`config.mk`:
```
export PLATFORM = sky130hd
export DESIGN_NAME = mf_scan_ctrl
export DESIGN_NICKNAME = d
export VERILOG_FILES = /design/src/mf_bus_pkg.sv /design/src/mf_image_pkg.sv /design/src/mf_scan_ctrl.sv
export SDC_FILE = /design/constraint.sdc
export NUM_CORES = 1
export LEC_CHECK = 0
export ABC_CLOCK_PERIOD_IN_PS = 2900
export BUFFER_PORTS_ARGS = -buffer_cell sky130_fd_sc_hd__buf_2
export CORE_ASPECT_RATIO = 0.9
export CORE_MARGIN = 3
export CORE_UTILIZATION = 43
export CTS_CLUSTER_SIZE = 8
export DETAILED_ROUTE_END_ITERATION = 10
export GPL_TIMING_DRIVEN = 0
export PLACE_DENSITY = 0.62
export RECOVER_POWER = 100
export REMOVE_ABC_BUFFERS = 1
export SLEW_MARGIN = 40
export SYNTH_ARGS = -nofsm -noshare
export SYNTH_HDL_FRONTEND = slang
export SYNTH_SLANG_ARGS = --single-unit
```
`constraint.sdc`:
```
create_clock -name CLK -period 2.9 [get_ports CLK]
set_clock_uncertainty 0.1 [all_clocks]
set_input_delay 0.58 -clock CLK [delete_from_list [all_inputs] [get_ports CLK]]
set_output_delay 0.58 -clock CLK [all_outputs]
set_load 0.01 [all_outputs]
```
`src/mf_bus_pkg.sv`:
```
// --------------------------------------------------
// host port fields, mode in the upper address bits
// --------------------------------------------------
package mf_bus_pkg;

    localparam int BUS_DATA_W = 32;
    localparam int MODE_W     = 2;
    localparam int DIM_W      = 10;    // up to 1023 pixels per side

    typedef logic [BUS_DATA_W-1:0] bus_data_t;
    typedef logic [MODE_W-1:0]     bus_mode_t;
    typedef logic [DIM_W-1:0]      dim_t;

    // register map
    localparam bus_mode_t MODE_PIXEL  = 2'd0;
    localparam bus_mode_t MODE_CTRL   = 2'd1;
    localparam bus_mode_t MODE_WIDTH  = 2'd2;
    localparam bus_mode_t MODE_HEIGHT = 2'd3;

endpackage

```
`src/mf_image_pkg.sv`:
```
// --------------------------------------------------
// 8-bit greyscale, 3x3 window, tap 0 top left
// --------------------------------------------------
package mf_image_pkg;

    localparam int PIX_W      = 8;
    localparam int WIN_TAPS   = 9;
    localparam int MEDIAN_TAP = 4;     // middle of nine sorted values
    localparam int TAP_W      = 4;
    localparam int COORD_W    = 10;

    typedef logic [PIX_W-1:0]          pixel_t;
    typedef logic [TAP_W-1:0]          tap_t;
    typedef logic [COORD_W-1:0]        coord_t;
    typedef logic [WIN_TAPS*PIX_W-1:0] window_t;   // slot i at bits i*PIX_W

    typedef enum logic [2:0] {
        S_IDLE,
        S_FETCH,
        S_SORT,
        S_WRITE,
        S_DONE
    } scan_state_t;

endpackage

```
`src/mf_scan_ctrl.sv`:
```
// --------------------------------------------------
// 20 cycles per pixel, done held until start drops
// --------------------------------------------------
module mf_scan_ctrl #(
    parameter int FRAME_ADDR_W = 18
) (
    input  logic                    CLK,
    input  logic                    RST,
    input  logic                    start_i,
    input  mf_bus_pkg::dim_t        width_i,
    input  mf_bus_pkg::dim_t        height_i,
    input  logic                    sort_valid_i,
    output logic                    busy_o,
    output logic                    done_o,
    output logic                    fetch_o,
    output mf_image_pkg::tap_t      tap_o,
    output mf_image_pkg::coord_t    row_o,
    output mf_image_pkg::coord_t    col_o,
    output logic [FRAME_ADDR_W-1:0] center_addr_o,
    output logic                    sort_start_o,
    output logic                    out_we_o
);
    import mf_image_pkg::*;

    scan_state_t             state_q;
    tap_t                    tap_q;
    coord_t                  row_q;
    coord_t                  col_q;
    logic [FRAME_ADDR_W-1:0] row_base_q;
    logic                    last_col;
    logic                    last_row;

    assign last_col = (col_q == width_i - 1'b1);
    assign last_row = (row_q == height_i - 1'b1);

    always_ff @(posedge CLK or negedge RST) begin
        if (!RST) begin
            state_q    <= S_IDLE;
            tap_q      <= '0;
            row_q      <= '0;
            col_q      <= '0;
            row_base_q <= '0;
        end else begin
            case (state_q)
                S_IDLE: begin
                    tap_q      <= '0;
                    row_q      <= '0;
                    col_q      <= '0;
                    row_base_q <= '0;
                    if (start_i) begin
                        state_q <= S_FETCH;
                    end
                end
                S_FETCH: begin   // nine taps then one wait slot
                    if (tap_q == tap_t'(WIN_TAPS)) begin
                        tap_q   <= '0;
                        state_q <= S_SORT;
                    end else begin
                        tap_q <= tap_q + 1'b1;
                    end
                end
                S_SORT: begin
                    if (tap_q == tap_t'(WIN_TAPS - 1)) begin
                        tap_q   <= '0;
                        state_q <= S_WRITE;
                    end else begin
                        tap_q <= tap_q + 1'b1;
                    end
                end
                S_WRITE: begin
                    if (sort_valid_i) begin
                        if (last_col) begin
                            col_q      <= '0;
                            row_q      <= row_q + 1'b1;
                            row_base_q <= row_base_q + FRAME_ADDR_W'(width_i);
                            state_q    <= last_row ? S_DONE : S_FETCH;
                        end else begin
                            col_q   <= col_q + 1'b1;
                            state_q <= S_FETCH;
                        end
                    end
                end
                S_DONE: begin
                    if (!start_i) begin
                        state_q <= S_IDLE;
                    end
                end
                default: state_q <= S_IDLE;
            endcase
        end
    end

    assign busy_o  = (state_q == S_FETCH) || (state_q == S_SORT) || (state_q == S_WRITE);
    assign done_o  = (state_q == S_DONE);
    assign fetch_o = (state_q == S_FETCH) && (tap_q < tap_t'(WIN_TAPS));
    assign tap_o   = tap_q;
    assign row_o   = row_q;
    assign col_o   = col_q;

    assign center_addr_o = row_base_q + FRAME_ADDR_W'(col_q);
    assign sort_start_o  = (state_q == S_SORT) && (tap_q == '0);
    assign out_we_o      = (state_q == S_WRITE) && sort_valid_i;

endmodule

```
==> summary.txt <==
Outcome
  • Status: finished, violations left
  • Failing checks: negative setup slack

Floorplanning
  • Horiz. Die Dim: 106.8 um
  • Core area: 0.008728 mm^2
  • Full die area: 0.01032 mm^2
  • Starting density of the core: 45.03%
  • Die height: 96.70 um
  • Std-Cell Rows: 32
  • I/O Pins: 71

Min path
  • HP Class: input port to flip-flop

Setup path
  • Arr. time, crit path: 2.52 ns
  • Flop-to-flop setup slack: 0.06 ns
  • Startpoint types: flip-flop
  • CP Max Fanout: 3
  • Critical setup path kind: flip-flop to primary output
  • Worst Setup End Kind: primary output
  • Worst Path Required: 2.22 ns

Synth
  • Ys Warns: 0
  • Cells after synthesis: 473
  • Async S/R FF share, synth: 100.0%
  • Post-synth EDFFs: 0
  • Register area share after synthesis: 28.65%
  • Post-Syn Area: 0.003930 mm^2
  • #FFs+latches synth: 45
  • Yosys cell types: 58
  • Top_reg_cell synth: dfrtp_1
  • Mean Syn Cell Area: 8.309 um^2

GRT
  • Global-route wire length before repair: 18860 um
  • GR Overflow Total: 0
  • Initial antenna violation count: 0
  • GRT Util Overall: 22.01%
  • Vias in the first global route: 3743
  • Largest net degree at the start of global routing: 46

Drt
  • Initial DRC Count: 247
  • DRT met1 WL: 5497 um
  • Met2 wire len: 5883 um
  • Metal3 WL: 640 um
  • Top routing layer in use: met4
  • Post-DR wirelength/cell: 17.43 um
  • DRT Pass-1 Iters: 4
  • Routed vias: 4033
  • Drt drc: 0
  • DR vias/cell: 5.795
  • Final Routed Wirelength: 12130 um
  • Final ANT Viol Nets: 0

STA
  • Fin worst setup slack: -0.3025 ns
  • Final period util: 110.4%
  • Final hold vios: 0
  • Final Max Tran Viols: 0
  • Max Fclk: 0.3123 GHz
  • Worst-Margin Slew: 1.234 ns
  • Final Setup Violations: 12
  • Min cycle time layout: 3.202 ns
  • Post-Route Setup TNS: -2.430 ns
  • RSZ-0062 raised after global routing: true
  • Max-slew headroom at the worst pin: 17.76%

Final layout
  • Synthesis-to-layout area growth: 37.57%
  • Fillers: 745
  • Final instance area: 0.005406 mm^2
  • Layout Nets: 630
  • Diodes inserted: 0
  • Share of cells above drive strength 1: 36.05%

Power
  • Pwr Density: 555.7 mW/mm^2
  • Worst vdd ir: 0.4267 mV
  • Pleak: 2.323 nW

CTS
  • Clock-pin slew on the worst setup and hold paths: 0.09 ns
  • CTS Buffer Depth: 2
  • Htree depth: 2
  • Root buf cell: clkbuf_8
  • # hold bufs at CTS: 0
  • TritonCTS Buffers: 5
  • Clk_lat worst skew: 0.30 ns
  • Clk sinks: 45
  • CTS tree: done

Place
  • Port-buffer cells: 70
  • DPL Wire Length: 7688 um
  • RD Place Congestion: 0.8126
  • Cell Area, Placed: 0.004359 mm^2

Run
  • Maximum capacitance violations: 0
## stage by stage
stage               worst slack, ns  util, %  power [mW]  cells  hold slack [ns]
floorplan                   -0.4395        -       1.737    453           0.1844
global placement             -1.205    49.68       2.114    642           0.4301
detailed placement           -1.273    49.94       2.159    643           0.4364
CTS                         -0.3553    55.60       2.733    674           0.2152
global route                -0.4621    61.94       3.214    696           0.4271
finish                      -0.3025    61.94       3.004    696           0.4038
## power breakdown
group | switching, mW | internal [mW]
combinational | 1.02 | 0.635
sequential | 0.136 | 0.724
clock | 0.236 | 0.251
total | 1.39 | 1.61
## per-layer routing
metal,track usage (%),up-vias
met3,3.402,12
met1,30.83,1956
li1,-,1957
met5,0,-
met2,36.21,108
met4,4.228,0
## critical path, stage by stage, from the launching register on
cell and delay, ns:
dfrtp_1 0.43, ha_4 0.16, inv_2 0.03, fa_2 0.36, nor2b_2 0.14, o21ai_2 0.07, a21o_1 0.20, a21oi_4 0.18
a41oi_2 0.17, nor2_1 0.16, xor2_1 0.16, buf_2 0.15
## kinds of logic (layout without fill, tap and decap cells)
kind of cell               Yosys count  after routing  synth area share, %
AOI/OAI and AO/OA                  121            121                20.47
buffers and inverters               43            142                4.553
and+or+nand+nor                    179            184                24.13
muxes                                2              2               0.5412
xor gates and xnor gates            54             54                12.03
DFF                                 45             45                28.65
adders and majority gates           29             29                9.615
## path summary, 6_finish.rpt
check	cells past startpoint	startpoint	to
setup / recovery	11	row_base_q[0]	center_addr_o[14]
min in group asynchronous	1	RST	tap_o[2]
max in group asynchronous	1	RST	col_o[4]
hold / removal	2	start_i	state_q[2]
hold reg to reg	2	tap_o[1]	tap_o[1]
setup reg to reg	10	row_base_q[0]	row_base_q[14]
## registers in the layout (all words and copies together), names as in the netlist
| name | flops |
|---|---|
| row_base_q | 18 |
| row_o | 10 |
| tap_o | 4 |
| state_q | 3 |
| col_o | 10 |
## final cells by class
| class | instances | area [um^2] | area share (%) |
|---|---|---|---|
| well taps | 119 | 148.9 | 2.754 |
| clock buffers | 5 | 68.82 | 1.273 |
| repair buffers | 112 | 732.0 | 13.54 |
| flip-flops and latches | 45 | 1135 | 20.99 |
| multi-input cells | 390 | 3201 | 59.20 |
| clock inverters | 2 | 35.03 | 0.6480 |
| inverters | 23 | 86.33 | 1.597 |
## what timing repair did
item                                   4_1_cts  5_1_grt
setup endpoints to repair                   53       43
setup buffers                               21       20
resized for setup                           49       81
endpoints found under the hold margin        0        0
gates cloned                                 3        2
pin swaps                                   24       52
## synth_stat cells, drive strengths merged, types with 6 or more instances
cell type  count  share of area (%)
dfrtp         45                 29
nand2         35                3.3
nor2          35                3.3
xnor2         32                7.1
a21oi         30                3.8
nand3         30                4.1
ha            27                8.6
inv           23                2.2
o31ai         23                4.4
o21ai         22                2.8
xor2          22                4.9
or4           15                3.0
clkbuf        14                1.3
nand4         11                1.8
nor3           9                1.1
nand2b         8                1.3
nor2b          8                1.3
a21o           7                1.3
or3            7                1.1
buf            6                1.0
## cells in the final DEF (no fill, tap or decap), drive strengths merged, types with 3 or more instances in the layout
cell type,Yosys,routed
nand2b,8,8
nor2b,8,8
a31oi,4,4
xnor2,32,32
a21oi,30,30
or4b,4,4
and2,4,4
dfrtp,45,45
a21o,7,7
clkbuf,14,12
nand2,35,35
o31ai,23,23
nor4,4,4
nand4,11,11
and3,4,4
o211ai,4,4
nor2,35,35
o21ai,22,22
ha,27,27
o311ai,4,4
or3,7,7
xor2,22,22
nand3,30,35
inv,23,23
a211oi,4,4
nor3,9,9
or4,15,15
o21a,3,3
buf,6,105
a2111oi,3,3
Power figures use the tool's default switching activity.
