--- src/mf_bus_pkg.sv ---
// --------------------------------------------------
// host port fields, mode in the upper address bits
// --------------------------------------------------
package mf_bus_pkg;

    localparam int BUS_DATA_W = 32;
    localparam int MODE_W     = 2;
    localparam int DIM_W      = 10;    // up to 1023 pixels per side

    typedef logic [BUS_DATA_W-1:0] bus_data_t;
    typedef logic [MODE_W-1:0]     bus_mode_t;
    typedef logic [DIM_W-1:0]      dim_t;

    // register map
    localparam bus_mode_t MODE_PIXEL  = 2'd0;
    localparam bus_mode_t MODE_CTRL   = 2'd1;
    localparam bus_mode_t MODE_WIDTH  = 2'd2;
    localparam bus_mode_t MODE_HEIGHT = 2'd3;

endpackage

--- src/mf_image_pkg.sv ---
// --------------------------------------------------
// 8-bit greyscale, 3x3 window, tap 0 top left
// --------------------------------------------------
package mf_image_pkg;

    localparam int PIX_W      = 8;
    localparam int WIN_TAPS   = 9;
    localparam int MEDIAN_TAP = 4;     // middle of nine sorted values
    localparam int TAP_W      = 4;
    localparam int COORD_W    = 10;

    typedef logic [PIX_W-1:0]          pixel_t;
    typedef logic [TAP_W-1:0]          tap_t;
    typedef logic [COORD_W-1:0]        coord_t;
    typedef logic [WIN_TAPS*PIX_W-1:0] window_t;   // slot i at bits i*PIX_W

    typedef enum logic [2:0] {
        S_IDLE,
        S_FETCH,
        S_SORT,
        S_WRITE,
        S_DONE
    } scan_state_t;

endpackage

--- src/mf_reg_bank.sv ---
// --------------------------------------------------
// done is only reported while start is held high
// --------------------------------------------------
module mf_reg_bank (
    input  logic                  CLK,
    input  logic                  RST,
    input  logic                  ena_i,
    input  logic                  wea_i,
    input  mf_bus_pkg::bus_mode_t mode_i,
    input  mf_bus_pkg::bus_data_t din_i,
    input  logic                  done_i,
    input  mf_image_pkg::pixel_t  out_pixel_i,
    output logic                  start_o,
    output mf_bus_pkg::dim_t      width_o,
    output mf_bus_pkg::dim_t      height_o,
    output mf_bus_pkg::bus_data_t dout_o
);
    import mf_bus_pkg::*;

    logic      start_q;
    dim_t      width_q;
    dim_t      height_q;
    bus_mode_t rd_mode_q;
    logic      rd_done_q;

    always_ff @(posedge CLK or negedge RST) begin
        if (!RST) begin
            start_q   <= 1'b0;
            width_q   <= '0;
            height_q  <= '0;
            rd_mode_q <= MODE_PIXEL;
            rd_done_q <= 1'b0;
        end else if (ena_i) begin
            if (wea_i) begin
                case (mode_i)
                    MODE_CTRL:   start_q  <= din_i[0];
                    MODE_WIDTH:  width_q  <= din_i[DIM_W-1:0];
                    MODE_HEIGHT: height_q <= din_i[DIM_W-1:0];
                    default: ;   // pixel writes go straight to the ram
                endcase
            end else begin
                rd_mode_q <= mode_i;
                rd_done_q <= done_i & start_q;
            end
        end
    end

    // ram data arrives with the registered read mode
    always_comb begin
        case (rd_mode_q)
            MODE_CTRL:  dout_o = BUS_DATA_W'(rd_done_q);
            MODE_PIXEL: dout_o = rd_done_q ? BUS_DATA_W'(out_pixel_i) : '0;
            default:    dout_o = '0;
        endcase
    end

    assign start_o  = start_q;
    assign width_o  = width_q;
    assign height_o = height_q;

endmodule

--- config.mk ---
export PLATFORM = sky130hd
export DESIGN_NAME = mf_reg_bank
export DESIGN_NICKNAME = d
export VERILOG_FILES = /design/src/mf_bus_pkg.sv /design/src/mf_image_pkg.sv /design/src/mf_reg_bank.sv
export SDC_FILE = /design/constraint.sdc
export NUM_CORES = 1
export LEC_CHECK = 0
export ABC_AREA = 0
export BUFFER_PORTS_ARGS = -buffer_cell sky130_fd_sc_hd__buf_2
export CAP_MARGIN = 15
export CORE_MARGIN = 1.5
export CORE_UTILIZATION = 35
export DETAILED_ROUTE_END_ITERATION = 8
export PLACE_DENSITY = 0.7
export SLEW_MARGIN = 15
export SYNTH_ARGS = -nofsm -noshare
export SYNTH_HDL_FRONTEND = slang
export SYNTH_SLANG_ARGS = --single-unit
--- constraint.sdc ---
create_clock -name CLK -period 1.1 [get_ports CLK]
set_input_delay 0.055 -clock CLK [delete_from_list [all_inputs] [get_ports CLK]]
set_output_delay 0.055 -clock CLK [all_outputs]
set_load 0.005 [all_outputs]
==> impl_metrics.csv, run 1 <==
group,metric,value,unit
timing,maxSlewHeadroom,65.4,%
synthesis,synth_compound_area_share,0,%
outcome,violations,"setup timing",
worst_setup_path,rr_startpoint,"rd_mode_q[0]",
synthesis,ys.warnings.count,0,
die,die_width,62.1,µm
cts,cts_max_level,1,
layout,fin_cells,206,
worst_setup_path,cp_max_fo,6,
pwr,ir_worst_vdd,0.000809,V
worst_setup_path,endpoint_kind,"output port",
worst_setup_path,critPathTopFamily,"flip-flops",
placed_design,gp_congestion,0.625,
layout,drive_gt1_share,59.4,%
pwr,leakagePower,0.000893,µW
synthesis,synth_top_family_by_area,"multiplexers",
grt,grt_pass1_vias,866,
layout,regArea,601,µm²
layout,layout.nets,209,
layout,area_delta_synth_final,38.1,%
worst_setup_path,cp.arrival,1.28,ns
timing,drv_slew,0,
timing,fin_ws,-0.231,ns
synthesis,syn-mean-instance-area,13.6,µm²
die,start_util,36.6,%
worst_setup_path,cpMaxStageDelayCell,"dfrtp_1",
cts,numCtsBuffers,3,
synthesis,synthMuxAreaShare,25.1,%
synthesis,syn-cell-area,0.00122,mm²
die,core,0.00334,mm²
layout,fill_cells,324,
synthesis,synth_xor_area_share,0,%
hold_path,hp-start,"done_i",
cts,clock_latency,0.30,ns
placed_design,place_area,0.00145,mm²
worst_setup_path,worstSetupStartpoint,"rd_mode_q[1]",
drt,totalWireLength,2560,µm
drt,drc,0,
hold_path,hp-class,"in2reg",
drt,via_per_inst,4.17,
worst_setup_path,start_kind,"flop",
timing,skew,0.00607,ns
timing,tightest_slew,0.519,ns
layout,multiInputGateArea,552,µm²
synthesis,synth-seq-area-share,49.2,%
grt,antenna_found_initial,0,
synthesis,yosys.area_share.simple,9.43,%
synthesis,syn_inst,90,
placed_design,hpwl,1840,µm
cts,root_buffer,"clkbuf_4",
drt,firstDrtPassIters,3,
flow_run,drv_cap,0,
synthesis,synth_area_leaders,"dfrtp_1, buf_4, mux2_4",
timing,min_period,1.33,ns
cts,clk_pin_slew,0.12,ns
worst_setup_path,cpPeakStageDelay,0.43,ns
cts,clockBufferDepth,2,
drt,ant_nets,0,
drt,drt-initial-drc-count,9,
synthesis,synth_top_area_share,49.2,%
cts,cts_tree,"yes",
layout,fin_area,0.00169,mm²
drt,vias,859,
pwr,power.density,1320,mW/mm²
timing,rsz0062_at_grt,"yes",
worst_setup_path,worstPathCellList,"nor3b_2, buf_4, and2_4, buf_6",
synthesis,yosysTopAreaCell,"dfrtp_1",
timing,period_share,121,%
die,row_count,21,
outcome,outcome,"complete, but fails checks",
worst_setup_path,path_class,"reg2out",
synthesis,ys_seq_elements,24,
timing,setup_violations,8,
die,die_area,0.00385,mm²
placed_design,dp_cells,189,
grt,gr-usage-all-layers,14.0,%
timing,clock.fmax,0.751,GHz
placed_design,io_buffers,53,
die,ioPinCount,100,
synthesis,synth_cell_types,17,
die,die_y,62.1,µm
timing,finalHoldViolCount,0,
cts,clock_sinks,24,
worst_setup_path,cp_num_buf_inv,2,
drt,wire_per_inst,12.4,µm
grt,grt_max_degree,25,
worst_setup_path,cp.required,1.04,ns
grt,grt_pass1_wl,3890,µm
layout,num_antenna_cells,0,
grt,overflow,0,
synthesis,synthAdderAreaFrac,0,%
==> routing by layer <==
metal / wire [µm] / vias up / part of all wire, % / track usage (%)
li1: - / 395 / - / -
met2: 1410 / 47 / 55 / 27.7
met1: 971 / 417 / 38 / 15.4
met3: 180 / 0 / 7.0 / 2.28
met5: 0 / - / 0 / 0
met4: 0 / 0 / 0 / 2.74
==> worst register-to-register path, stage by stage (launching register included) <==
cell and delay, ns:
dfrtp_1 0.40, buf_4 0.15, mux2_2 0.26
==> final timing paths <==
path	cells after the start	endpoint	slack [ns]
min in group asynchronous	2	height_o[8]	0.26
worst max register to register	2	rd_mode_q[0]	0.18
worst max-delay path	4	dout_o[5]	-0.23
max in group asynchronous	2	start_o	0.49
worst min register to register	1	height_o[6]	0.51
worst min-delay path	3	rd_done_q	0.01
==> final cells by class <==
type / count / share of cell area, %
clock buffers: 3 / 1.34
inverters: 1 / 0.223
multi-input cells: 63 / 32.7
flip-flops and latches: 24 / 35.6
well taps: 46 / 3.41
repair buffers: 69 / 26.7
==> sequential cells by signal (all words and copies together), names as in the netlist <==
name       count
height_o      10
rd_done_q      1
rd_mode_q      2
start_o        1
width_o       10
==> cells in the final DEF (no fill, tap or decap), types with 2 or more instances in the layout <==
master         instances
and2_4                 6
buf_2                 47
buf_4                  5
buf_6                  6
clkbuf_4               3
conb_1                24
dfrtp_1               24
dlygate4sd3_1         11
mux2_2                13
mux2_4                10
nand4b_1               2
==> stage by stage <==
stage	total power (µW)	setup TNS [ns]	setup WS, ns	util, %	hold slack, ns
after floorplan	1530	0	0.149	-	-0.241
after global placement	1750	0	0.0747	43.6	0.0569
after detailed placement	1780	0	0.0272	43.6	0.0577
after CTS	2220	-1.72	-0.234	49.3	0.00926
after global routing	2370	-2.24	-0.298	50.5	0.0149
final	2220	-1.69	-0.231	50.5	0.0128
==> synth_stat cells, drive strengths merged <==
cell type  number
mux2i           1
and2b           1
nand4b          2
and2            6
nor3b           1
nor3            1
dfrtp          24
nand2           1
mux2           23
conb            1
inv             1
nand4           1
buf            25
nor4bb          1
nor2            1
==> report_power, final <==
| group | switching [µW] | internal, µW | total [µW] |
|---|---|---|---|
| Sequential | 104 | 1070 | 1170 |
| Combinational | 257 | 434 | 690 |
| Clock | 228 | 127 | 355 |
| Total | 588 | 1630 | 2220 |
==> logic make-up (layout without fill, tap and decap cells) <==
family,count (synthesis),count (layout)
other,1,24
buffers and inverters,26,73
DFF,24,24
and+or+nand+nor,15,15
muxes,24,24
==> what timing repair did <==
action / 4_1_cts / 5_1_grt
gates resized for setup: 8 / 8
hold buffers: 11 / 0
endpoints found under the hold margin: 43 / 0
pin swaps: 8 / 0
endpoints found under the setup margin: 8 / 8
setup buffers: 3 / 0
(Power assumes the default switching activity.)
==> run 2, diff against run 1 <==
- CELL_PAD_IN_SITES_DETAIL_PLACEMENT: not set -> 1
- CELL_PAD_IN_SITES_GLOBAL_PLACEMENT: not set -> 2
- CORE_UTILIZATION: 35 -> 21
- PLACE_DENSITY: 0.7 -> 0.75
==> impl_metrics.csv, run 2 (same netlist as run 1, synthesis figures left out) <==
group,metric,value,unit
placed_design,dp_cells,216,
timing,fin_ws,-0.207,ns
grt,grt_pass1_vias,798,
die,die_area,0.00628,mm²
hold_path,hp-class,"in2reg",
grt,grt_max_degree,25,
pwr,power.density,1520,mW/mm²
layout,drive_gt1_share,57.7,%
timing,clock.fmax,0.765,GHz
drt,ant_nets,0,
grt,overflow,0,
worst_setup_path,cp.required,1.04,ns
layout,num_antenna_cells,0,
timing,min_period,1.31,ns
die,die_width,79.3,µm
drt,drc,0,
placed_design,io_buffers,53,
layout,layout_common_cells,"buf_2, conb_1, dfrtp_1, mux2_2, mux2_4",
timing,period_share,119,%
worst_setup_path,cp.arrival,1.25,ns
pwr,leakagePower,0.000835,µW
worst_setup_path,cpPeakStageDelay,0.43,ns
layout,fill_cells,650,
layout,fin_cells,221,
timing,rsz0062_at_grt,"yes",
layout,final_common_cell,"buf_2",
timing,setup_violations,7,
placed_design,hpwl,2010,µm
grt,gr-usage-all-layers,8.48,%
drt,vias,835,
cts,cts_max_level,1,
layout,multiInputGateArea,517,µm²
worst_setup_path,worstPathCellList,"nor3b_2, buf_4, and2_1, buf_2",
flow_run,drv_cap,0,
drt,via_per_inst,3.78,
timing,skew,0.0000482,ns
die,row_count,27,
cts,clock_latency,0.26,ns
drt,wire_per_inst,12.0,µm
placed_design,place_area,0.00149,mm²
worst_setup_path,cpMaxStageDelayCell,"dfrtp_1",
drt,firstDrtPassIters,5,
cts,clk_pin_slew,0.09,ns
layout,fin_area,0.00156,mm²
timing,finalHoldViolCount,0,
cts,cts_tree,"yes",
outcome,violations,"setup timing",
pwr,ir_worst_vdd,0.000464,V
die,die_y,79.3,µm
die,ioPinCount,100,
layout,area_delta_synth_final,28.1,%
worst_setup_path,start_kind,"flop",
cts,clockBufferDepth,2,
layout,layout.nets,197,
timing,whs,0.0229,ns
drt,drt-initial-drc-count,18,
layout,regArea,601,µm²
die,core,0.00557,mm²
worst_setup_path,endpoint_kind,"output port",
timing,maxSlewHeadroom,60.5,%
grt,antenna_found_initial,0,
cts,numCtsBuffers,3,
outcome,outcome,"complete, but fails checks",
die,start_util,21.9,%
grt,grt_pass1_wl,4160,µm
worst_setup_path,path_class,"reg2out",
worst_setup_path,cp_max_fo,6,
placed_design,gp_congestion,0.725,
drt,totalWireLength,2660,µm
cts,clock_sinks,24,
timing,tightest_slew,0.592,ns
cts,root_buffer,"clkbuf_8",
timing,drv_slew,0,
==> run 2: routing by layer <==
metal  vias to the layer above  wire, µm  track usage, %
met4                         0         0            1.58
met3                         0       294            2.76
met5                         -         0               0
met2                        55      1170            12.9
met1                       408      1190            11.8
li1                        372         -               -
==> run 2: cell type report <==
class,instances,area share [%]
sequential,24,38.4
multi-input combinational,63,33.0
timing repair buffer,57,19.0
tap,72,5.76
clock buffer,4,3.52
inverter,1,0.240
==> run 2: power breakdown <==
group / internal [µW] / total (µW) / leakage [µW] / switching, µW
logic: 362 / 584 / 0.000518 / 222
registers: 1070 / 1170 / 0.000289 / 103
clock network: 320 / 613 / 0.0000288 / 294
==> run 2: path summary, 6_finish.rpt <==
path | depth (start not counted) | endpoint | slack (ns) | startpoint
min in group asynchronous | 2 | width_o[8] | 0.32 | RST
setup / recovery | 4 | dout_o[5] | -0.21 | rd_mode_q[0]
hold / removal | 2 | width_o[3] | 0.02 | din_i[3]
max in group asynchronous | 2 | height_o[4] | 0.39 | RST
setup reg to reg | 1 | rd_mode_q[0] | 0.29 | rd_mode_q[0]
hold reg to reg | 1 | height_o[9] | 0.51 | height_o[9]
==> run 2: critical path: cells and delay by family (launching register included) <==
family / cells / cell delay, ns
flops: 1 / 0.43
buf+inv: 2 / 0.25
simple gates: 2 / 0.31
==> run 2: timing repair <==
action                                 4_1_cts  5_1_grt
resized for setup                            1        0
endpoints found under the hold margin       24        0
setup endpoints to repair                    7        8
cloned                                       0        0
setup buffers                                0        0
hold buffers                                 1        0
pin swaps                                    3        1
==> run 2: metrics by stage <==
step	setup slack, ns	TNS [ns]	total power, µW	util (%)
after floorplan	0.149	0	1530	-
after global placement	0.0306	0	1770	26.8
after detailed placement	0.0224	0	1780	26.8
after CTS	-0.233	-1.52	2430	28.1
after global routing	-0.285	-1.95	2550	28.1
final	-0.207	-1.33	2370	28.1
