$ cat src/mf_bus_pkg.sv
// --------------------------------------------------
// host port fields, mode in the upper address bits
// --------------------------------------------------
package mf_bus_pkg;

    localparam int BUS_DATA_W = 32;
    localparam int MODE_W     = 2;
    localparam int DIM_W      = 10;    // up to 1023 pixels per side

    typedef logic [BUS_DATA_W-1:0] bus_data_t;
    typedef logic [MODE_W-1:0]     bus_mode_t;
    typedef logic [DIM_W-1:0]      dim_t;

    // register map
    localparam bus_mode_t MODE_PIXEL  = 2'd0;
    localparam bus_mode_t MODE_CTRL   = 2'd1;
    localparam bus_mode_t MODE_WIDTH  = 2'd2;
    localparam bus_mode_t MODE_HEIGHT = 2'd3;

endpackage

$ cat src/mf_image_pkg.sv
// --------------------------------------------------
// 8-bit greyscale, 3x3 window, tap 0 top left
// --------------------------------------------------
package mf_image_pkg;

    localparam int PIX_W      = 8;
    localparam int WIN_TAPS   = 9;
    localparam int MEDIAN_TAP = 4;     // middle of nine sorted values
    localparam int TAP_W      = 4;
    localparam int COORD_W    = 10;

    typedef logic [PIX_W-1:0]          pixel_t;
    typedef logic [TAP_W-1:0]          tap_t;
    typedef logic [COORD_W-1:0]        coord_t;
    typedef logic [WIN_TAPS*PIX_W-1:0] window_t;   // slot i at bits i*PIX_W

    typedef enum logic [2:0] {
        S_IDLE,
        S_FETCH,
        S_SORT,
        S_WRITE,
        S_DONE
    } scan_state_t;

endpackage

$ cat src/mf_window_fetch.sv
// --------------------------------------------------
// padded taps still read the ram, data is dropped
// --------------------------------------------------
module mf_window_fetch #(
    parameter int FRAME_ADDR_W = 18
) (
    input  logic                    CLK,
    input  logic                    RST,
    input  logic                    fetch_i,
    input  mf_image_pkg::tap_t      tap_i,
    input  mf_image_pkg::coord_t    row_i,
    input  mf_image_pkg::coord_t    col_i,
    input  logic [FRAME_ADDR_W-1:0] center_addr_i,
    input  mf_bus_pkg::dim_t        width_i,
    input  mf_bus_pkg::dim_t        height_i,
    input  mf_image_pkg::pixel_t    ram_data_i,
    output logic [FRAME_ADDR_W-1:0] ram_addr_o,
    output mf_image_pkg::window_t   window_o
);
    import mf_image_pkg::*;

    logic                    up;
    logic                    down;
    logic                    left;
    logic                    right;
    logic                    pad;
    logic [FRAME_ADDR_W-1:0] stride;
    logic [FRAME_ADDR_W-1:0] row_addr;
    logic                    vld_q;
    logic                    pad_q;
    tap_t                    tap_q;
    window_t                 win_q;

    // tap = 3*dy + dx, both 0..2
    assign up    = (tap_i < tap_t'(3));
    assign down  = (tap_i > tap_t'(5));
    assign left  = (tap_i == tap_t'(0)) || (tap_i == tap_t'(3)) || (tap_i == tap_t'(6));
    assign right = (tap_i == tap_t'(2)) || (tap_i == tap_t'(5)) || (tap_i == tap_t'(8));

    assign stride   = FRAME_ADDR_W'(width_i);
    assign row_addr = up   ? center_addr_i - stride :
                      down ? center_addr_i + stride : center_addr_i;
    assign ram_addr_o = left  ? row_addr - 1'b1 :
                        right ? row_addr + 1'b1 : row_addr;

    assign pad = (up    && (row_i == '0)) ||
                 (down  && (row_i == height_i - 1'b1)) ||
                 (left  && (col_i == '0)) ||
                 (right && (col_i == width_i - 1'b1));

    always_ff @(posedge CLK or negedge RST) begin
        if (!RST) begin
            vld_q <= 1'b0;
            pad_q <= 1'b0;
            tap_q <= '0;
            win_q <= '0;
        end else begin
            vld_q <= fetch_i;   // aligned with ram read latency
            pad_q <= pad;
            tap_q <= tap_i;
            if (vld_q) begin
                win_q[tap_q*PIX_W +: PIX_W] <= pad_q ? pixel_t'(0) : ram_data_i;
            end
        end
    end

    assign window_o = win_q;

endmodule

$ cat config.mk
export PLATFORM = sky130hd
export DESIGN_NAME = mf_window_fetch
export DESIGN_NICKNAME = d
export VERILOG_FILES = /design/src/mf_bus_pkg.sv /design/src/mf_image_pkg.sv /design/src/mf_window_fetch.sv
export SDC_FILE = /design/constraint.sdc
export NUM_CORES = 1
export LEC_CHECK = 0
export ABC_AREA = 1
export BUFFER_PORTS_ARGS = -buffer_cell sky130_fd_sc_hd__clkbuf_2
export CAP_MARGIN = 10
export CORE_MARGIN = 5
export CORE_UTILIZATION = 40
export CTS_CLUSTER_DIAMETER = 150
export DETAILED_ROUTE_END_ITERATION = 6
export PLACE_DENSITY = 0.73
export SYNTH_ARGS = -nofsm -noshare
export SYNTH_HDL_FRONTEND = slang
export SYNTH_SLANG_ARGS = --single-unit
$ cat constraint.sdc
create_clock -name CLK -period 2.8 [get_ports CLK]
set_input_delay 0.14 -clock CLK [delete_from_list [all_inputs] [get_ports CLK]]
set_output_delay 0.14 -clock CLK [all_outputs]
set_load 0.05 [all_outputs]
==> results.json, run 1 <==
{
  "rows": 46,
  "clockBufferDepth": 2,
  "relSlewSlack_pct": 30.9,
  "vdd.ir_drop.worst_mv": 0.549,
  "finalNonFillerCells": 1394,
  "critPathBufInv": 4,
  "cpPeakStageDelay_ns": 0.53,
  "drt_wl_total_mm": 19.4,
  "critPathCaptureType": "primary output",
  "max_freq_mhz": 374,
  "grt_max_degree": 79,
  "initial_core_util_pct": 41.1,
  "synth-edff-count": 0,
  "r2r_slack_ns": 0.28,
  "critical_path.top_delay_family": "simple AND/OR/NAND/NOR gates",
  "grt_pass1_wl_mm": 31.5,
  "whs_endpoint": "tap_q[1]",
  "postRouteAntennaNets": 0,
  "fin_crit_sh_pct": 95.5,
  "worstHoldStart": "tap_i[1]",
  "p_per_area_nw_per_um2": 669,
  "path_max_fanout": 4,
  "place_congestion": 0.976,
  "r2r-start": "tap_q[0]",
  "die_x_um": 138,
  "cp_slowest_cell": "fa_2",
  "slew_violations": 0,
  "status": "complete, no violations",
  "dieArea_um2": 19100,
  "io_buffers": 162,
  "startpoint_type": "primary input",
  "crit_chain": "buf_8, inv_2, ha_4, fa_2, nand2_1, nand3_2, ha_1, inv_1, nor2_2, nand3_2, nor2_2, nand2_1, nor2_2, nand2_2, nand2_4, nand3_2, xnor2_2, buf_12",
  "setup_violations": 0,
  "cts_tree": "done",
  "total_power_mw": 5.79,
  "critPathKind": "in -> out",
  "crit_required_ns": 2.66,
  "clock-sinks": 78,
  "syn-num-nets": 1094,
  "min_path_type": "in -> reg",
  "syn2layout_area_growth_pct": 31.7,
  "viasPerCell": 5.10,
  "cap_violations": 0,
  "htreeDepth": 3,
  "antenna_found_initial": 0,
  "final_util_pct": 54.2,
  "timing.rr.end": "window_o[27]",
  "dpl.cell_count": 1367,
  "worst_slew_pin_slew_ns": 1.03,
  "avgSynthCellArea_um2": 6.64,
  "boundaryPins": 163,
  "via_count": 7107,
  "die_h_um": 138,
  "whs_path_depth": 1,
  "leakagePower_nw": 4.45,
  "rr_worst_depth": 8,
  "grt_overflow_total": 0,
  "dr.pass1.iters": 5,
  "ys_seq_elements": 78,
  "tns_ns": 0,
  "numCtsBuffers": 9,
  "antennaDiodeCount": 0,
  "drt-initial-drc-count": 580,
  "grt_pass1_vias": 6674,
  "finalHoldViolations": 0,
  "clockRootBuffer": "clkbuf_16",
  "layout-drive-gt1-share_pct": 29.1,
  "syn_area_um2": 6580,
  "yosys_warnings": 0,
  "track_usage_pct": 19.5,
  "yosysSeqAreaShare_pct": 29.7,
  "synth_cell_types": 44,
  "period_needed_ns": 2.67,
  "drc": 0,
  "clock_latency_ns": 0.34,
  "synthFlopType": "dfrtp_1",
  "wl_per_cell_um": 13.9,
  "fin_nets": 1276,
  "fin_skew_ns": 0.00747,
  "worstPathArrival_ns": 2.53,
  "hpwl_mm": 15.3,
  "syn_inst": 991,
  "rsz0062_at_grt": "true",
  "ys_async_sr_fraction_pct": 100,
  "core_area_um2": 16000,
  "clkTransAtPathRegs_ns": 0.05
}
[synthesized netlist by cell type (2+ instances only)]
library cell  instances  area (um^2)
buf_6                 3         33.8
nand3_2               8         80.1
nor2_4                2         22.5
nand2_4               4         45.0
o21ai_1               4         20.0
or2_2                 8         50.1
o22ai_1               2         12.5
fa_1                  2         40.0
a21oi_2               3         26.3
a21oi_1              20          100
nand3_1             103          515
o21ai_0              61          305
nor2_1              110          413
o21ai_2               3         26.3
nor3_1               15         75.1
clkbuf_1             17         63.8
nand2_2              15         93.8
inv_1               122          458
buf_2                 7         35.0
nand2_1             258          968
inv_2                 8         30.0
dfrtp_1              78         1950
nand4_1              24          150
nor4_1                7         43.8
nor3_2                3         30.0
o21bai_1              2         15.0
nor2_2               11         68.8
clkinv_1              2         7.51
xnor2_1              14          123
ha_1                 28          350
o31ai_1               3         22.5
xor2_1               32          280
[state kept, by name, summed over array words and instances (netlist names)]
signal,count
window_o,72
pad_q,1
vld_q,1
tap_q,4
[cells by family (layout without fill, tap and decap cells)]
family | Yosys count | count (layout) | share of synthesized area, %
and+or+nand+nor | 571 | 571 | 39.4
buffers and inverters | 160 | 347 | 9.60
AOI/OAI and AO/OA | 106 | 106 | 9.26
DFF | 78 | 78 | 29.7
xor gates and xnor gates | 46 | 46 | 6.12
adders and majority gates | 30 | 30 | 5.93
[timing repair]
action                                 in CTS  in global routing
resized for setup                           3                 85
pin swaps                                   0                 25
setup endpoints to repair                   3                 13
cloned                                      0                  0
buffers inserted                            0                  8
hold buffers                                3                  0
endpoints found under the hold margin      13                  0
[worst max-delay path by stage]
stage | startpoint | to | slack [ns] | depth (start not counted)
floorplan | center_addr_i[0] | ram_addr_o[11] | 0.04 | 17
global placement | center_addr_i[0] | ram_addr_o[11] | 0.008 | 19
detailed placement | center_addr_i[0] | ram_addr_o[11] | -0.03 | 19
CTS | width_i[0] | ram_addr_o[13] | 0.006 | 22
global route | width_i[5] | ram_addr_o[12] | -0.06 | 18
finish | center_addr_i[0] | ram_addr_o[12] | 0.13 | 18
[cell type report]
cell class	instances	area, um^2
repair buffers	199	1290
clock buffers	11	243
clock inverters	5	82.6
multi-input cells	753	4330
inverters	132	495
fillers	1545	7330
well taps	216	270
flip-flops and latches	78	1950
[stage by stage]
| stage | hold WS (ns) | instance area, um^2 | setup slack [ns] |
|---|---|---|---|
| 6_report | 0.0337 | 8670 | 0.126 |
| 5_1_grt | 0.0367 | 8670 | -0.0603 |
| 4_1_cts | 0.0294 | 8280 | 0.00630 |
| 3_5_place_dp | 0.264 | 7910 | -0.0251 |
| 3_3_place_gp | 0.272 | 7910 | 0.00809 |
| 2_1_floorplan | -0.156 | 6590 | 0.0440 |
[routing by layer]
| layer | GRT usage, % | up-vias | routed length (um) |
|---|---|---|---|
| met5 | 0 | - | 0 |
| met4 | 6.66 | 0 | 571 |
| li1 | - | 3544 | - |
| met2 | 32.8 | 275 | 9080 |
| met1 | 25.5 | 3247 | 8440 |
| met3 | 3.03 | 41 | 1320 |
[cells in the final DEF, fill, tap and decap left out, types with 17 or more instances in the layout]
cell type  netlist  final
nor2_2          11     18
nand2_1        258    240
dfrtp_1         78     78
xor2_1          32     27
nand2_2         15     30
inv_1          122    117
nor2_1         110    100
clkbuf_2         0    147
o21ai_0         61     60
nand3_1        103     99
buf_4            0     35
nand4_1         24     24
ha_1            28     17
[power breakdown]
| part | internal, mW | switching [mW] | total, mW |
|---|---|---|---|
| clock | 0.805 | 0.454 | 1.26 |
| sequential | 1.43 | 0.192 | 1.62 |
| combinational | 0.760 | 2.15 | 2.91 |
(Power assumes the default switching activity.)
==> run 2, diff against run 1 <==
==> constraint.sdc (replaced) <==
create_clock -name CLK -period 2.5 [get_ports CLK]
set_input_delay 0.125 -clock CLK [delete_from_list [all_inputs] [get_ports CLK]]
set_output_delay 0.125 -clock CLK [all_outputs]
set_load 0.05 [all_outputs]
==> results.json, run 2 (synthesis results as in run 1) <==
{
  "status": "finished with violations",
  "violations": "setup timing",
  "setup_violations": 11,
  "vdd.ir_drop.worst_mv": 0.631,
  "wl_per_cell_um": 14.6,
  "path_max_fanout": 4,
  "via_count": 7433,
  "layout-drive-gt1-share_pct": 36.9,
  "crit_required_ns": 2.38,
  "antenna_found_initial": 0,
  "fin_nets": 1339,
  "boundaryPins": 163,
  "whs_path_depth": 1,
  "rr_worst_depth": 10,
  "fin_crit_sh_pct": 105,
  "startpoint_type": "primary input",
  "grt_max_degree": 79,
  "rows": 46,
  "final_util_pct": 59.7,
  "numCtsBuffers": 9,
  "viasPerCell": 5.11,
  "postRouteAntennaNets": 0,
  "die_h_um": 138,
  "syn2layout_area_growth_pct": 45.2,
  "htreeDepth": 3,
  "clockBufferDepth": 2,
  "clockRootBuffer": "clkbuf_16",
  "tns_ns": -0.824,
  "die_x_um": 138,
  "fin_skew_ns": 0.00491,
  "slew_violations": 0,
  "clkTransAtPathRegs_ns": 0.05,
  "relSlewSlack_pct": 36.6,
  "worstPathArrival_ns": 2.51,
  "largest_reg_flops": 72,
  "leakagePower_nw": 4.82,
  "cts_tree": "done",
  "antennaDiodeCount": 0,
  "total_power_mw": 6.55,
  "finalHoldViolations": 0,
  "cap_violations": 0,
  "grt_pass1_vias": 7340,
  "final_cell_mix": "nand2_1, clkbuf_2, inv_1, buf_4",
  "min_path_type": "in -> reg",
  "hpwl_mm": 16.6,
  "fillerInstances": 1456,
  "grt_pass1_wl_mm": 34.3,
  "max_freq_mhz": 380,
  "dieArea_um2": 19100,
  "grt_overflow_total": 0,
  "dr.pass1.iters": 6,
  "worst_slew_pin_slew_ns": 0.951,
  "critPathCaptureType": "primary output",
  "initial_core_util_pct": 41.1,
  "fin_ws_ns": -0.130,
  "p_per_area_nw_per_um2": 686,
  "rsz0062_at_grt": "true",
  "clock_latency_ns": 0.33,
  "critPathKind": "in -> out",
  "place_congestion": 0.923,
  "core_area_um2": 16000,
  "drt_wl_total_mm": 21.2,
  "track_usage_pct": 21.1,
  "layout_commonest_cell": "nand2_1",
  "drt-initial-drc-count": 550,
  "io_buffers": 162,
  "drc": 0,
  "period_needed_ns": 2.63,
  "clock-sinks": 78
}
[run 2: cell types whose count changed in the layout (fill, tap and decap cells not counted), moves of 8 or more]
cell / change
buf_4: +59
nand2_1: -18
nand2_2: +9
nand2_4: +9
nor2_1: -12
nor2_4: +13
inv_1: -8
inv_2: +8
nand3_1: -11
[run 2: worst max-delay path, cell delays in order]
cell      delay, ns
clkbuf_2       0.13
buf_4          0.16
ha_4           0.27
buf_4          0.10
nand3_1        0.14
nand3_1        0.13
nand2_2        0.07
nor2_4         0.12
inv_2          0.06
nand2_4        0.10
nand3_2        0.10
nor2_4         0.12
nand3_2        0.12
nor2_4         0.16
nand2_2        0.08
nand2_4        0.10
nand3_4        0.08
xnor2_2        0.17
buf_12         0.16
[run 2: routing by layer]
| metal | GRT usage (%) | vias to the layer above | wire (um) |
|---|---|---|---|
| met5 | 0 | - | 0 |
| met4 | 7.59 | 0 | 522 |
| met3 | 3.55 | 40 | 1300 |
| met2 | 37.2 | 280 | 10700 |
| met1 | 26.0 | 3445 | 8700 |
| li1 | - | 3668 | - |
[run 2: worst paths after layout]
kind                       slack [ns]              from              to
max reg2reg                      0.30          tap_q[0]    window_o[15]
max in group asynchronous        1.40               RST    window_o[34]
min                              0.04          tap_i[2]        tap_q[2]
min reg2reg                      0.48      window_o[11]    window_o[11]
max                             -0.13  center_addr_i[1]  ram_addr_o[12]
min in group asynchronous        0.49               RST     window_o[8]
[run 2: where the power goes]
part / internal, mW / total, mW / switching (mW)
sequential: 1.60 / 1.80 / 0.200
clock: 0.740 / 1.19 / 0.455
combinational: 1.04 / 3.56 / 2.52
total: 3.38 / 6.55 / 3.18
[run 2: timing repair]
action	in CTS	in global routing
pin swaps	37	40
cloned	0	0
endpoints found under the hold margin	81	0
setup endpoints to repair	12	58
gates resized for setup	71	96
hold buffers	4	0
setup buffers	3	5
[run 2: per-stage QoR]
step / instance area [um^2] / setup WS [ns] / hold WS, ns / cells
after global routing: 9550 / -0.277 / 0.0203 / 1455
after CTS: 9130 / -0.0873 / 0.0168 / 1450
after detailed placement: 8490 / -0.264 / 0.235 / 1429
final: 9550 / -0.130 / 0.0356 / 1455
after floorplan: 6640 / -0.0463 / -0.171 / 991
after global placement: 8490 / -0.201 / 0.235 / 1429
[run 2: layout make-up]
| type | instances | area, um^2 | area share (%) |
|---|---|---|---|
| Inverter | 132 | 500 | 5.24 |
| Sequential cell | 78 | 1950 | 20.4 |
| Clock inverter | 1 | 5.00 | 0.0524 |
| Tap cell | 216 | 270 | 2.83 |
| Clock buffer | 13 | 270 | 2.83 |
| Timing Repair Buffer | 262 | 1890 | 19.7 |
| Multi-Input combinational cell | 753 | 4670 | 48.9 |
